===== src/design/wbuf_pkg.sv =====
package wbuf_pkg;

  // Array geometry
  localparam int unsigned WORD_W    = 16;
  localparam int unsigned ARRAY_H   = 4;          // PE rows
  localparam int unsigned PIPE_REGS = 2;          // Pipeline registers per PE
  localparam int unsigned ELMS      = PIPE_REGS + 1;
  localparam int unsigned COLS      = 4;          // Column groups per row
  localparam int unsigned ROW_WORDS = ELMS * COLS;
  localparam int unsigned ROW_W     = ROW_WORDS * WORD_W;

  // Derived index widths
  localparam int unsigned ROW_IDX_W = $clog2(ARRAY_H);
  localparam int unsigned WIDX_W    = $clog2(ROW_WORDS);
  localparam int unsigned WIDTH_W   = WIDX_W + 1;  // Holds 0 to ROW_WORDS
  localparam int unsigned CNT_W     = $clog2(ARRAY_H + 1);
  localparam int unsigned ELM_W     = $clog2(ELMS);
  localparam int unsigned COL_W     = $clog2(COLS);

  typedef logic [WORD_W-1:0]    word_t;
  typedef logic [ROW_IDX_W-1:0] row_idx_t;
  typedef logic [WIDX_W-1:0]    word_idx_t;
  typedef logic [CNT_W-1:0]     cnt_t;

  // Configuration bus
  localparam int unsigned CFG_ADDR_W = 2;
  localparam int unsigned CFG_DATA_W = 32;

  localparam logic [CFG_ADDR_W-1:0] CFG_WIDTH    = 2'd0;
  localparam logic [CFG_ADDR_W-1:0] CFG_HEIGHT   = 2'd1;
  localparam logic [CFG_ADDR_W-1:0] CFG_ZERO_SET = 2'd2;
  localparam logic [CFG_ADDR_W-1:0] CFG_CMD      = 2'd3;  // Bit 0 issues a clear

endpackage


===== src/design/wbuf_cfg_regs.sv =====
`timescale 1ns/1ps

module wbuf_cfg_regs (
  input  logic                               clk_i,
  input  logic                               rst_ni,
  input  logic                               cfg_we_i,
  input  logic [wbuf_pkg::CFG_ADDR_W-1:0]    cfg_addr_i,
  input  logic [wbuf_pkg::CFG_DATA_W-1:0]    cfg_wdata_i,
  output logic [wbuf_pkg::CFG_DATA_W-1:0]    cfg_rdata_o,
  output logic [wbuf_pkg::WIDTH_W-1:0]       width_o,
  output wbuf_pkg::cnt_t                     height_o,
  output logic [wbuf_pkg::ARRAY_H-1:0]       zero_set_o,
  output logic                               clear_o
);

  import wbuf_pkg::*;

  logic [WIDTH_W-1:0] width_q;
  cnt_t               height_q;
  logic [ARRAY_H-1:0] zero_set_q;
  logic               clear_q;
  logic [WIDTH_W-1:0] width_wr;
  cnt_t               height_wr;

  // Oversized values clamp to the physical array
  assign width_wr  = (cfg_wdata_i > CFG_DATA_W'(ROW_WORDS)) ? WIDTH_W'(ROW_WORDS)
                                                            : cfg_wdata_i[WIDTH_W-1:0];
  assign height_wr = (cfg_wdata_i > CFG_DATA_W'(ARRAY_H)) ? cnt_t'(ARRAY_H)
                                                          : cfg_wdata_i[CNT_W-1:0];

  always_ff @(posedge clk_i or negedge rst_ni) begin
    if (!rst_ni) begin
      width_q    <= WIDTH_W'(ROW_WORDS);
      height_q   <= cnt_t'(ARRAY_H);
      zero_set_q <= '0;
    end else if (cfg_we_i) begin
      case (cfg_addr_i)
        CFG_WIDTH:    width_q    <= width_wr;
        CFG_HEIGHT:   height_q   <= height_wr;
        CFG_ZERO_SET: zero_set_q <= cfg_wdata_i[ARRAY_H-1:0];
        default: ;
      endcase
    end
  end

  // Clear pulse is high for one cycle after the write
  always_ff @(posedge clk_i or negedge rst_ni) begin
    if (!rst_ni) begin
      clear_q <= 1'b0;
    end else begin
      clear_q <= cfg_we_i && (cfg_addr_i == CFG_CMD) && cfg_wdata_i[0];
    end
  end

  always_comb begin
    case (cfg_addr_i)
      CFG_WIDTH:    cfg_rdata_o = CFG_DATA_W'(width_q);
      CFG_HEIGHT:   cfg_rdata_o = CFG_DATA_W'(height_q);
      CFG_ZERO_SET: cfg_rdata_o = CFG_DATA_W'(zero_set_q);
      default:      cfg_rdata_o = '0;  // Command register is write only
    endcase
  end

  assign width_o    = width_q;
  assign height_o   = height_q;
  assign zero_set_o = zero_set_q;
  assign clear_o    = clear_q;

endmodule


===== src/design/wbuf_loader.sv =====
`timescale 1ns/1ps

module wbuf_loader (
  input  logic                                     clk_i,
  input  logic                                     rst_ni,
  input  logic                                     row_valid_i,
  input  logic [wbuf_pkg::ROW_W-1:0]               row_data_i,
  input  logic [wbuf_pkg::WIDTH_W-1:0]             width_i,
  input  wbuf_pkg::cnt_t                           height_i,
  input  logic                                     clear_i,
  input  logic                                     pass_done_i,
  output logic                                     we_o,
  output wbuf_pkg::row_idx_t                       waddr_o,
  output wbuf_pkg::word_t [wbuf_pkg::ROW_WORDS-1:0] wdata_o,
  output logic                                     full_o,
  output logic                                     credit_o
);

  import wbuf_pkg::*;

  cnt_t rows_q;       // Rows loaded into the current tile
  logic full_q;
  cnt_t credits_q;    // Credits still owed to the sender
  cnt_t credit_add;
  logic row_in_range;

  assign row_in_range = (rows_q < height_i);

  // Words past the active width or rows past the active height load as zero
  for (genvar w = 0; w < ROW_WORDS; w++) begin : gen_pad
    assign wdata_o[w] = (row_in_range && (WIDTH_W'(w) < width_i)) ?
                        row_data_i[w*WORD_W +: WORD_W] : '0;
  end

  assign we_o    = row_valid_i;  // Sender holds a credit for every beat
  assign waddr_o = rows_q[ROW_IDX_W-1:0];

  always_ff @(posedge clk_i or negedge rst_ni) begin
    if (!rst_ni) begin
      rows_q <= '0;
      full_q <= 1'b0;
    end else if (clear_i || pass_done_i) begin
      rows_q <= '0;
      full_q <= 1'b0;
    end else if (row_valid_i) begin
      rows_q <= rows_q + cnt_t'(1);
      if (rows_q == cnt_t'(ARRAY_H - 1)) begin
        full_q <= 1'b1;
      end
    end
  end

  // A beat that lands with a clear is freed as well
  always_comb begin
    credit_add = '0;
    if (clear_i) begin
      credit_add = rows_q + cnt_t'(row_valid_i);
    end else if (pass_done_i) begin
      credit_add = cnt_t'(ARRAY_H);
    end
  end

  always_ff @(posedge clk_i or negedge rst_ni) begin
    if (!rst_ni) begin
      credits_q <= '0;
    end else begin
      credits_q <= credits_q + credit_add - cnt_t'(credit_o);
    end
  end

  assign credit_o = (credits_q != '0);  // One credit per cycle
  assign full_o   = full_q;

endmodule


===== src/design/wbuf_reader.sv =====
`timescale 1ns/1ps

module wbuf_reader (
  input  logic                                    clk_i,
  input  logic                                    rst_ni,
  input  logic                                    shift_i,
  input  logic                                    full_i,
  input  logic                                    clear_i,
  input  logic [wbuf_pkg::ARRAY_H-1:0]            zero_set_i,
  input  wbuf_pkg::word_t [wbuf_pkg::ARRAY_H-1:0] rdata_i,
  output logic                                    re_o,
  output wbuf_pkg::word_idx_t                     ridx_o,
  output logic                                    pass_done_o,
  output logic                                    w_valid_o,
  output wbuf_pkg::word_t [wbuf_pkg::ARRAY_H-1:0] w_o
);

  import wbuf_pkg::*;

  logic [ELM_W-1:0] el_q;
  logic [COL_W-1:0] col_q;
  logic             accept;
  logic             el_last;
  logic             col_last;
  logic             valid_q;

  assign accept   = shift_i && full_i;  // Shifts before the tile is full are dropped
  assign el_last  = (el_q == ELM_W'(ELMS - 1));
  assign col_last = (col_q == COL_W'(COLS - 1));

  always_ff @(posedge clk_i or negedge rst_ni) begin
    if (!rst_ni) begin
      el_q  <= '0;
      col_q <= '0;
    end else if (clear_i) begin
      el_q  <= '0;
      col_q <= '0;
    end else if (accept) begin
      el_q <= el_last ? '0 : el_q + ELM_W'(1);
      if (el_last) begin
        col_q <= col_last ? '0 : col_q + COL_W'(1);
      end
    end
  end

  // Element steps fastest within a column group
  assign ridx_o      = word_idx_t'(col_q) * word_idx_t'(ELMS) + word_idx_t'(el_q);
  assign re_o        = accept;
  assign pass_done_o = accept && el_last && col_last;

  always_ff @(posedge clk_i or negedge rst_ni) begin
    if (!rst_ni) begin
      valid_q <= 1'b0;
    end else begin
      valid_q <= accept;
    end
  end

  assign w_valid_o = valid_q;

  for (genvar h = 0; h < ARRAY_H; h++) begin : gen_mask
    assign w_o[h] = zero_set_i[h] ? '0 : rdata_i[h];
  end

endmodule


===== src/design/wbuf_row_store.sv =====
`timescale 1ns/1ps

module wbuf_row_store (
  input  logic                                      clk_i,
  input  logic                                      rst_ni,
  input  logic                                      we_i,
  input  wbuf_pkg::row_idx_t                        waddr_i,
  input  wbuf_pkg::word_t [wbuf_pkg::ROW_WORDS-1:0] wdata_i,
  input  logic                                      re_i,
  input  wbuf_pkg::word_idx_t                       ridx_i,
  output wbuf_pkg::word_t [wbuf_pkg::ARRAY_H-1:0]   rdata_o
);

  import wbuf_pkg::*;

  word_t [ARRAY_H-1:0][ROW_WORDS-1:0] mem_q;
  word_t [ARRAY_H-1:0]                rdata_q;
  logic  [ARRAY_H-1:0]                row_sel;

  // One-hot write decode
  always_comb begin
    row_sel = '0;
    if (we_i) begin
      row_sel[waddr_i] = 1'b1;
    end
  end

  for (genvar h = 0; h < ARRAY_H; h++) begin : gen_rows
    always_ff @(posedge clk_i) begin
      if (row_sel[h]) begin
        mem_q[h] <= wdata_i;
      end
    end

    // Every PE row reads the same word position
    always_ff @(posedge clk_i or negedge rst_ni) begin
      if (!rst_ni) begin
        rdata_q[h] <= '0;
      end else if (re_i) begin
        rdata_q[h] <= mem_q[h][ridx_i];
      end
    end
  end

  assign rdata_o = rdata_q;

endmodule


===== src/design/wbuf_top.sv =====
`timescale 1ns/1ps

module wbuf_top (
  input  logic                                    clk_i,
  input  logic                                    rst_ni,
  input  logic                                    cfg_we_i,
  input  logic [wbuf_pkg::CFG_ADDR_W-1:0]         cfg_addr_i,
  input  logic [wbuf_pkg::CFG_DATA_W-1:0]         cfg_wdata_i,
  output logic [wbuf_pkg::CFG_DATA_W-1:0]         cfg_rdata_o,
  input  logic                                    row_valid_i,
  input  logic [wbuf_pkg::ROW_W-1:0]              row_data_i,
  output logic                                    credit_o,
  input  logic                                    shift_i,
  output logic                                    ready_o,
  output logic                                    w_valid_o,
  output wbuf_pkg::word_t [wbuf_pkg::ARRAY_H-1:0] w_o
);

  import wbuf_pkg::*;

  logic [WIDTH_W-1:0]         width;
  cnt_t                       height;
  logic [ARRAY_H-1:0]         zero_set;
  logic                       clear;
  logic                       we;
  row_idx_t                   waddr;
  word_t [ROW_WORDS-1:0]      wdata;
  logic                       full;
  logic                       re;
  word_idx_t                  ridx;
  word_t [ARRAY_H-1:0]        rdata;
  logic                       pass_done;

  wbuf_cfg_regs i_cfg_regs (
    .clk_i       ( clk_i       ),
    .rst_ni      ( rst_ni      ),
    .cfg_we_i    ( cfg_we_i    ),
    .cfg_addr_i  ( cfg_addr_i  ),
    .cfg_wdata_i ( cfg_wdata_i ),
    .cfg_rdata_o ( cfg_rdata_o ),
    .width_o     ( width       ),
    .height_o    ( height      ),
    .zero_set_o  ( zero_set    ),
    .clear_o     ( clear       )
  );

  wbuf_loader i_loader (
    .clk_i       ( clk_i       ),
    .rst_ni      ( rst_ni      ),
    .row_valid_i ( row_valid_i ),
    .row_data_i  ( row_data_i  ),
    .width_i     ( width       ),
    .height_i    ( height      ),
    .clear_i     ( clear       ),
    .pass_done_i ( pass_done   ),
    .we_o        ( we          ),
    .waddr_o     ( waddr       ),
    .wdata_o     ( wdata       ),
    .full_o      ( full        ),
    .credit_o    ( credit_o    )
  );

  wbuf_row_store i_row_store (
    .clk_i   ( clk_i  ),
    .rst_ni  ( rst_ni ),
    .we_i    ( we     ),
    .waddr_i ( waddr  ),
    .wdata_i ( wdata  ),
    .re_i    ( re     ),
    .ridx_i  ( ridx   ),
    .rdata_o ( rdata  )
  );

  wbuf_reader i_reader (
    .clk_i       ( clk_i     ),
    .rst_ni      ( rst_ni    ),
    .shift_i     ( shift_i   ),
    .full_i      ( full      ),
    .clear_i     ( clear     ),
    .zero_set_i  ( zero_set  ),
    .rdata_i     ( rdata     ),
    .re_o        ( re        ),
    .ridx_o      ( ridx      ),
    .pass_done_o ( pass_done ),
    .w_valid_o   ( w_valid_o ),
    .w_o         ( w_o       )
  );

  assign ready_o = full;  // A full tile is ready to be shifted out

endmodule


===== config.mk =====
export PLATFORM = sky130hd
export DESIGN_NAME = wbuf_top
export DESIGN_NICKNAME = d
export VERILOG_FILES = /design/src/design/wbuf_pkg.sv /design/src/design/wbuf_cfg_regs.sv /design/src/design/wbuf_loader.sv /design/src/design/wbuf_reader.sv /design/src/design/wbuf_row_store.sv /design/src/design/wbuf_top.sv
export SDC_FILE = /design/constraint.sdc
export NUM_CORES = 1
export LEC_CHECK = 0
export BUFFER_PORTS_ARGS = -buffer_cell sky130_fd_sc_hd__clkbuf_2
export CORE_MARGIN = 4
export CORE_UTILIZATION = 23
export DETAILED_ROUTE_END_ITERATION = 7
export PLACE_DENSITY = 0.38
export SLEW_MARGIN = 20
export SYNTH_ARGS = -nofsm -noshare
export SYNTH_HDL_FRONTEND = slang
export SYNTH_SLANG_ARGS = --single-unit

===== constraint.sdc =====
create_clock -name clk_i -period 8.6 [get_ports clk_i]
set_clock_uncertainty 0.05 [all_clocks]
set_input_delay 0.86 -clock clk_i [delete_from_list [all_inputs] [get_ports clk_i]]
set_output_delay 0.86 -clock clk_i [all_outputs]
set_load 0.05 [all_outputs]

==> results_dict.tcl, run 1 <==
set metrics [dict create \
    gp_congestion 0.7501 \
    regToRegSetupSlack_ns 3.99 \
    post-cts-setup-buffers 0 \
    die_h_um 394.4 \
    path_class "flop to flop" \
    hold_buffers 0 \
    grt_usage_pct 13.78 \
    gr-total-overflow 0 \
    route.detailed.drc 0 \
    drtIter0Drc 1449 \
    grt_max_degree 137 \
    synthArstFlopShare_pct 10.39 \
    design.core.area_um2 148000 \
    root_buffer "clkbuf_16" \
    critPathMaxStageDelay_ns 1.16 \
    setup_viol 0 \
    htreeDepth 3 \
    final_cell_mix "edfxtp_1 (768), clkbuf_2 (301), and2_1 (193)" \
    cts_resized 0 \
    io_buffer_count 302 \
    cp_cell_sequence "fa_1, ha_4, fa_4, buf_4, mux4_2, a22oi_1, nand2_1" \
    clock_sinks 857 \
    slew_viol_final 0 \
    start_kind "flop" \
    hold_slack_ns 0.1803 \
    cp_slowest_cell "fa_4" \
    fin_util_pct 27.77 \
    stdcell_area_um2 41100 \
    wl_per_cell_um 26.48 \
    placedCellCount 3941 \
    synth_area_um2 34340 \
    wl_um 109100 \
    area_growth_pct 19.70 \
    relSlewSlack_pct 27.74 \
    end_kind "flop" \
    cap_viol_max_count 0 \
    pin_count 330 \
    dieArea_um2 155500 \
    vias 17830 \
    numCtsBuffers 89 \
    netlist_instances 1768 \
    power_leakage_nw 14.15 \
    status "finished, final reports clean" \
    cts_tree "built" \
    synth_edf_count 768 \
    dp_hpwl_um 74750 \
    grt_pass1_vias 19050 \
    synth-seq-area-share_pct 73.66 \
    drtAntennaViolNets 0 \
    power.total_mw 16.65 \
    timing_worst_slew_pin_value_ns 1.084 \
    place_area_um2 38040 \
    ys_warn_count 0 \
    r2r_cells 7 \
    hp-class "primary input to async pin" \
    r2r-start "i_reader.col_q[0]" \
    nFillCells 14770 \
    hold_viol_final 0 \
    r2r-end "i_row_store.rdata_o[54]" \
    powerDensity_nw_per_um2 405.1 \
    worst-path-max-fanout 57 \
    clock_path_buffers 3 \
    grt_pass1_wl_um 152600 \
    ys_ff_latch 857 \
    setup-tns-final_ns 0 \
    grt_antenna_before_repair 20 \
    num_rows 141 \
    grt_setup_unrepaired "no" \
    syn_area_per_cell_um2 19.42 \
    drive_gt1_share_pct 32.17 \
    clk_pin_slew_ns 0.07 \
    vias_per_cell 4.328 \
    finalCritPeriodShare_pct 53.63 \
    synth_cell_types 44 \
    final_common_cell "edfxtp_1" \
    synth_flop_cell "edfxtp_1" \
    crit_required_ns 9.07 \
    fin_cells 4119 \
    clock_latency_ns 0.68 \
    post-place-ws_ns 3.958 \
    final_net_count 2352 \
    fp.dieW_um 394.4 \
    ir_drop_mv 0.2460 \
    fmax_mhz 216.8 \
    fin_ws_ns 3.988 \
    critPathArrivalTime_ns 5.08 \
    multi_input_area_um2 8457 \
    fin_crit_ns 4.612 \
    start_util_pct 23.20 \
    regArea_um2 25290 \
    drt_pass1_iterations 4 \
]
[synthesized netlist by cell type (2+ instances only)]
master	count	share of area, %
a211oi_2	4	0.15
a211oi_4	3	0.17
a21o_1	2	0.044
a21oi_1	8	0.12
a221oi_2	2	0.087
a221oi_4	3	0.23
a22oi_1	128	2.8
a41o_1	4	0.12
and2_1	197	3.6
buf_1	10	0.11
buf_2	21	0.31
buf_4	31	0.68
buf_6	20	0.66
clkbuf_1	40	0.44
dfrtp_1	86	6.3
dfstp_2	3	0.23
edfxtp_1	768	67
fa_1	3	0.17
ha_1	15	0.55
inv_1	13	0.14
mux2_2	4	0.13
mux2i_1	6	0.17
mux4_2	192	13
nand2_1	77	0.84
nand3_1	2	0.029
nor2_1	19	0.21
nor2b_1	68	1.2
nor3_1	5	0.073
nor3b_1	3	0.066
nor4_1	7	0.13
o21ai_0	5	0.073
or3_1	3	0.055
xnor2_1	5	0.13
[layer usage]
| layer | wire [um] | part of all wire, % | vias to the layer above | track usage (%) |
|---|---|---|---|---|
| li1 | - | - | 7667 | - |
| met2 | 48450 | 44 | 507 | 20.61 |
| met5 | 69 | 0.063 | - | 0 |
| met4 | 3389 | 3.1 | 12 | 4.715 |
| met3 | 6628 | 6.1 | 145 | 3.516 |
| met1 | 50540 | 46 | 9494 | 19.43 |
[sequential cells by signal, indices dropped and copies added, names as in the netlist]
signal	flops
i_reader.w_valid_o	1
i_cfg_regs.width_o	5
i_loader.full_o	1
i_reader.el_q	2
i_cfg_regs.height_o	3
i_row_store.mem_q	768
i_cfg_regs.zero_set_o	4
i_reader.col_q	2
i_row_store.rdata_o	64
i_loader.credits_q	3
i_cfg_regs.clear_o	1
i_loader.rows_q	3
[worst max-delay path: cells and delay by family (launching register included)]
family | cells | cell delay [ns]
flops | 1 | 0.47
mux | 1 | 0.41
fa+ha+maj | 3 | 1.91
buf+inv | 1 | 0.84
compound gates | 1 | 0.60
simple gates | 1 | 0.11
[how the worst max path moves through the flow]
stage / from / to / slack (ns) / cells past startpoint
floorplan: row_valid_i / i_row_store.mem_q[192] / 2.43 / 2
global placement: i_reader.col_q[0] / i_row_store.rdata_o[54] / 3.93 / 7
detailed placement: i_reader.col_q[0] / i_row_store.rdata_o[54] / 3.96 / 7
CTS: i_reader.col_q[0] / i_row_store.rdata_o[54] / 3.93 / 7
global route: i_reader.col_q[0] / i_row_store.rdata_o[55] / 3.84 / 7
finish: i_reader.col_q[0] / i_row_store.rdata_o[54] / 3.99 / 7
[report_power, final]
part	internal (mW)	switching [mW]	leakage, nW
logic	2.24	4.00	4.37
registers	6.11	0.319	8.29
clock network	2.34	1.64	1.48
[cell type report]
type	instances	area share, %
repair buffers	340	4.518
well taps	1930	5.876
clock inverters	46	1.251
multi-input cells	802	20.58
diodes	10	0.06089
flip-flops and latches	857	61.54
inverters	13	0.1187
clock buffers	121	6.058
[logic make-up (layout without fill, tap and decap cells)]
family          Yosys count  count (layout)  share of synthesized area, %
other cells               1              37                       0.01092
compound gates          163             163                         3.870
mux                     202             202                         12.90
flops                   857             857                         73.66
buf+inv                 135             520                         2.328
simple gates            386             386                         6.355
fa+ha+maj                18              18                        0.7215
xor+xnor                  6               6                        0.1530
(Power assumes the default switching activity.)
==> inputs of run 2 (changes only) <==
- PLACE_DENSITY: 0.38 -> 0.39
- clock period: 8.6 -> 4.1 ns (I/O delays scaled with it)
==> results_dict.tcl, run 2 (synthesized netlist as in run 1, its figures left out) <==
set metrics [dict create \
    grt_usage_pct 13.98 \
    cts_tree "built" \
    dieArea_um2 155500 \
    final_common_cell "edfxtp_1" \
    final_cell_mix "edfxtp_1 (768), clkbuf_2 (301), and2_1 (193)" \
    status "finished, final reports clean" \
    grt_pass1_vias 19320 \
    timing_worst_slew_pin_value_ns 1.113 \
    drt_pass1_iterations 5 \
    vias 18050 \
    fmax_mhz 276.2 \
    grt_max_degree 77 \
    clock_sinks 857 \
    gp_congestion 0.7610 \
    hold_viol_final 0 \
    met2_length_um 49190 \
    drtIter0Drc 1499 \
    htreeDepth 3 \
    clock_path_buffers 3 \
    power_leakage_nw 14.32 \
    clk_pin_slew_ns 0.06 \
    cts_resized 0 \
    start_kind "flop" \
    drive_gt1_share_pct 32.71 \
    wl_met3_um 6663 \
    hp-class "primary input to flop" \
    final_net_count 2385 \
    setup_viol 0 \
    wl_per_cell_um 26.64 \
    root_buffer "clkbuf_16" \
    num_rows 141 \
    fp.dieW_um 394.4 \
    cap_viol_max_count 0 \
    numCtsBuffers 89 \
    vias_per_cell 4.353 \
    gr-total-overflow 0 \
    regMostFlops "i_row_store.mem_q" \
    slew_viol_final 0 \
    pin_count 330 \
    grt_pass1_wl_um 154700 \
    stdcell_area_um2 41530 \
    route.detailed.drc 0 \
    relSlewSlack_pct 25.78 \
    worst-path-max-fanout 69 \
    top_layer_used "met5" \
    largest_reg_flops 768 \
    grt_antenna_before_repair 17 \
    fin_crit_ns 3.621 \
    design.core.area_um2 148000 \
    io_buffer_count 302 \
    drtAntennaViolNets 0 \
    met1_length_um 52140 \
    path_class "flop to flop" \
    clock_latency_ns 0.66 \
    place_area_um2 38410 \
    ir_drop_mv 0.4138 \
    dp_hpwl_um 78050 \
    wl_um 110400 \
    powerDensity_nw_per_um2 850.7 \
    grt_setup_unrepaired "no" \
    critPathArrivalTime_ns 4.10 \
    area_growth_pct 20.96 \
    setup-tns-final_ns 0 \
    die_h_um 394.4 \
    crit_required_ns 4.58 \
    end_kind "flop" \
    finalCritPeriodShare_pct 88.31 \
    start_util_pct 23.20 \
]
## run 2: layer usage
| metal | vias up | track usage, % |
|---|---|---|
| met4 | 8 | 3.877 |
| met1 | 9628 | 20.09 |
| met2 | 557 | 21.23 |
| met3 | 130 | 3.165 |
| met5 | - | 0 |
| li1 | 7722 | - |
## run 2: layout make-up
class                           count  area [um2]
Clock inverter                     47       626.9
Fill cell                       14630      106500
Antenna cell                        8       20.02
Clock buffer                      115        2406
Multi-Input combinational cell    802        8446
Sequential cell                   857       25290
Tap cell                         1930        2415
Timing Repair Buffer              373        2277
Inverter                           13       48.80
## run 2: path summary, 6_finish.rpt
| kind | from | endpoint | slack, ns | cells after the start |
|---|---|---|---|---|
| max | i_reader.col_q[0] | i_row_store.rdata_o[44] | 0.48 | 7 |
| min reg2reg | i_row_store.rdata_o[12] | i_row_store.rdata_o[12] | 0.46 | 2 |
| max reg2reg | i_reader.col_q[0] | i_row_store.rdata_o[44] | 0.48 | 7 |
| min | row_data_i[38] | i_row_store.mem_q[38] | 0.06 | 2 |
| max in group asynchronous | rst_ni | i_row_store.rdata_o[41] | 2.63 | 3 |
| min in group asynchronous | rst_ni | i_row_store.rdata_o[63] | 0.34 | 2 |
## run 2: what timing repair did
action / 4_1_cts / 5_1_grt
hold endpoints to repair: 53 / 0
setup endpoints to repair: 0 / 0
hold buffers: 7 / 0
buffers inserted: 0 / 0
## run 2: through the flow
step           setup WS [ns]  instances  hold WS (ns)  total power, mW  util (%)
2_1_floorplan         0.5220       1794       0.06441            21.96         -
3_3_place_gp          0.5296       3968        0.4400            27.36     25.95
3_5_place_dp          0.4876       3968        0.4478            27.45     25.95
4_1_cts               0.4785       4137      0.002773            36.04     28.05
5_1_grt               0.4075       4138       0.04049            37.13     28.05
6_report              0.4795       4145       0.05980            35.33     28.06
## run 2: report_power, final
group          switching [mW]  leakage [nW]  total, mW  internal [mW]
logic                    8.47          4.58       13.4           4.93
registers               0.708          8.29       13.5           12.8
clock network            3.45          1.45       8.43           4.98
total                    12.6          14.3       35.3           22.7
## run 2: critical path: stages (launching register included)
cell	delay (ns)
dfrtp_1	0.47
fa_1	0.52
ha_2	0.21
fa_4	0.80
buf_12	0.33
mux4_2	0.38
a22oi_1	0.50
nand2_1	0.10
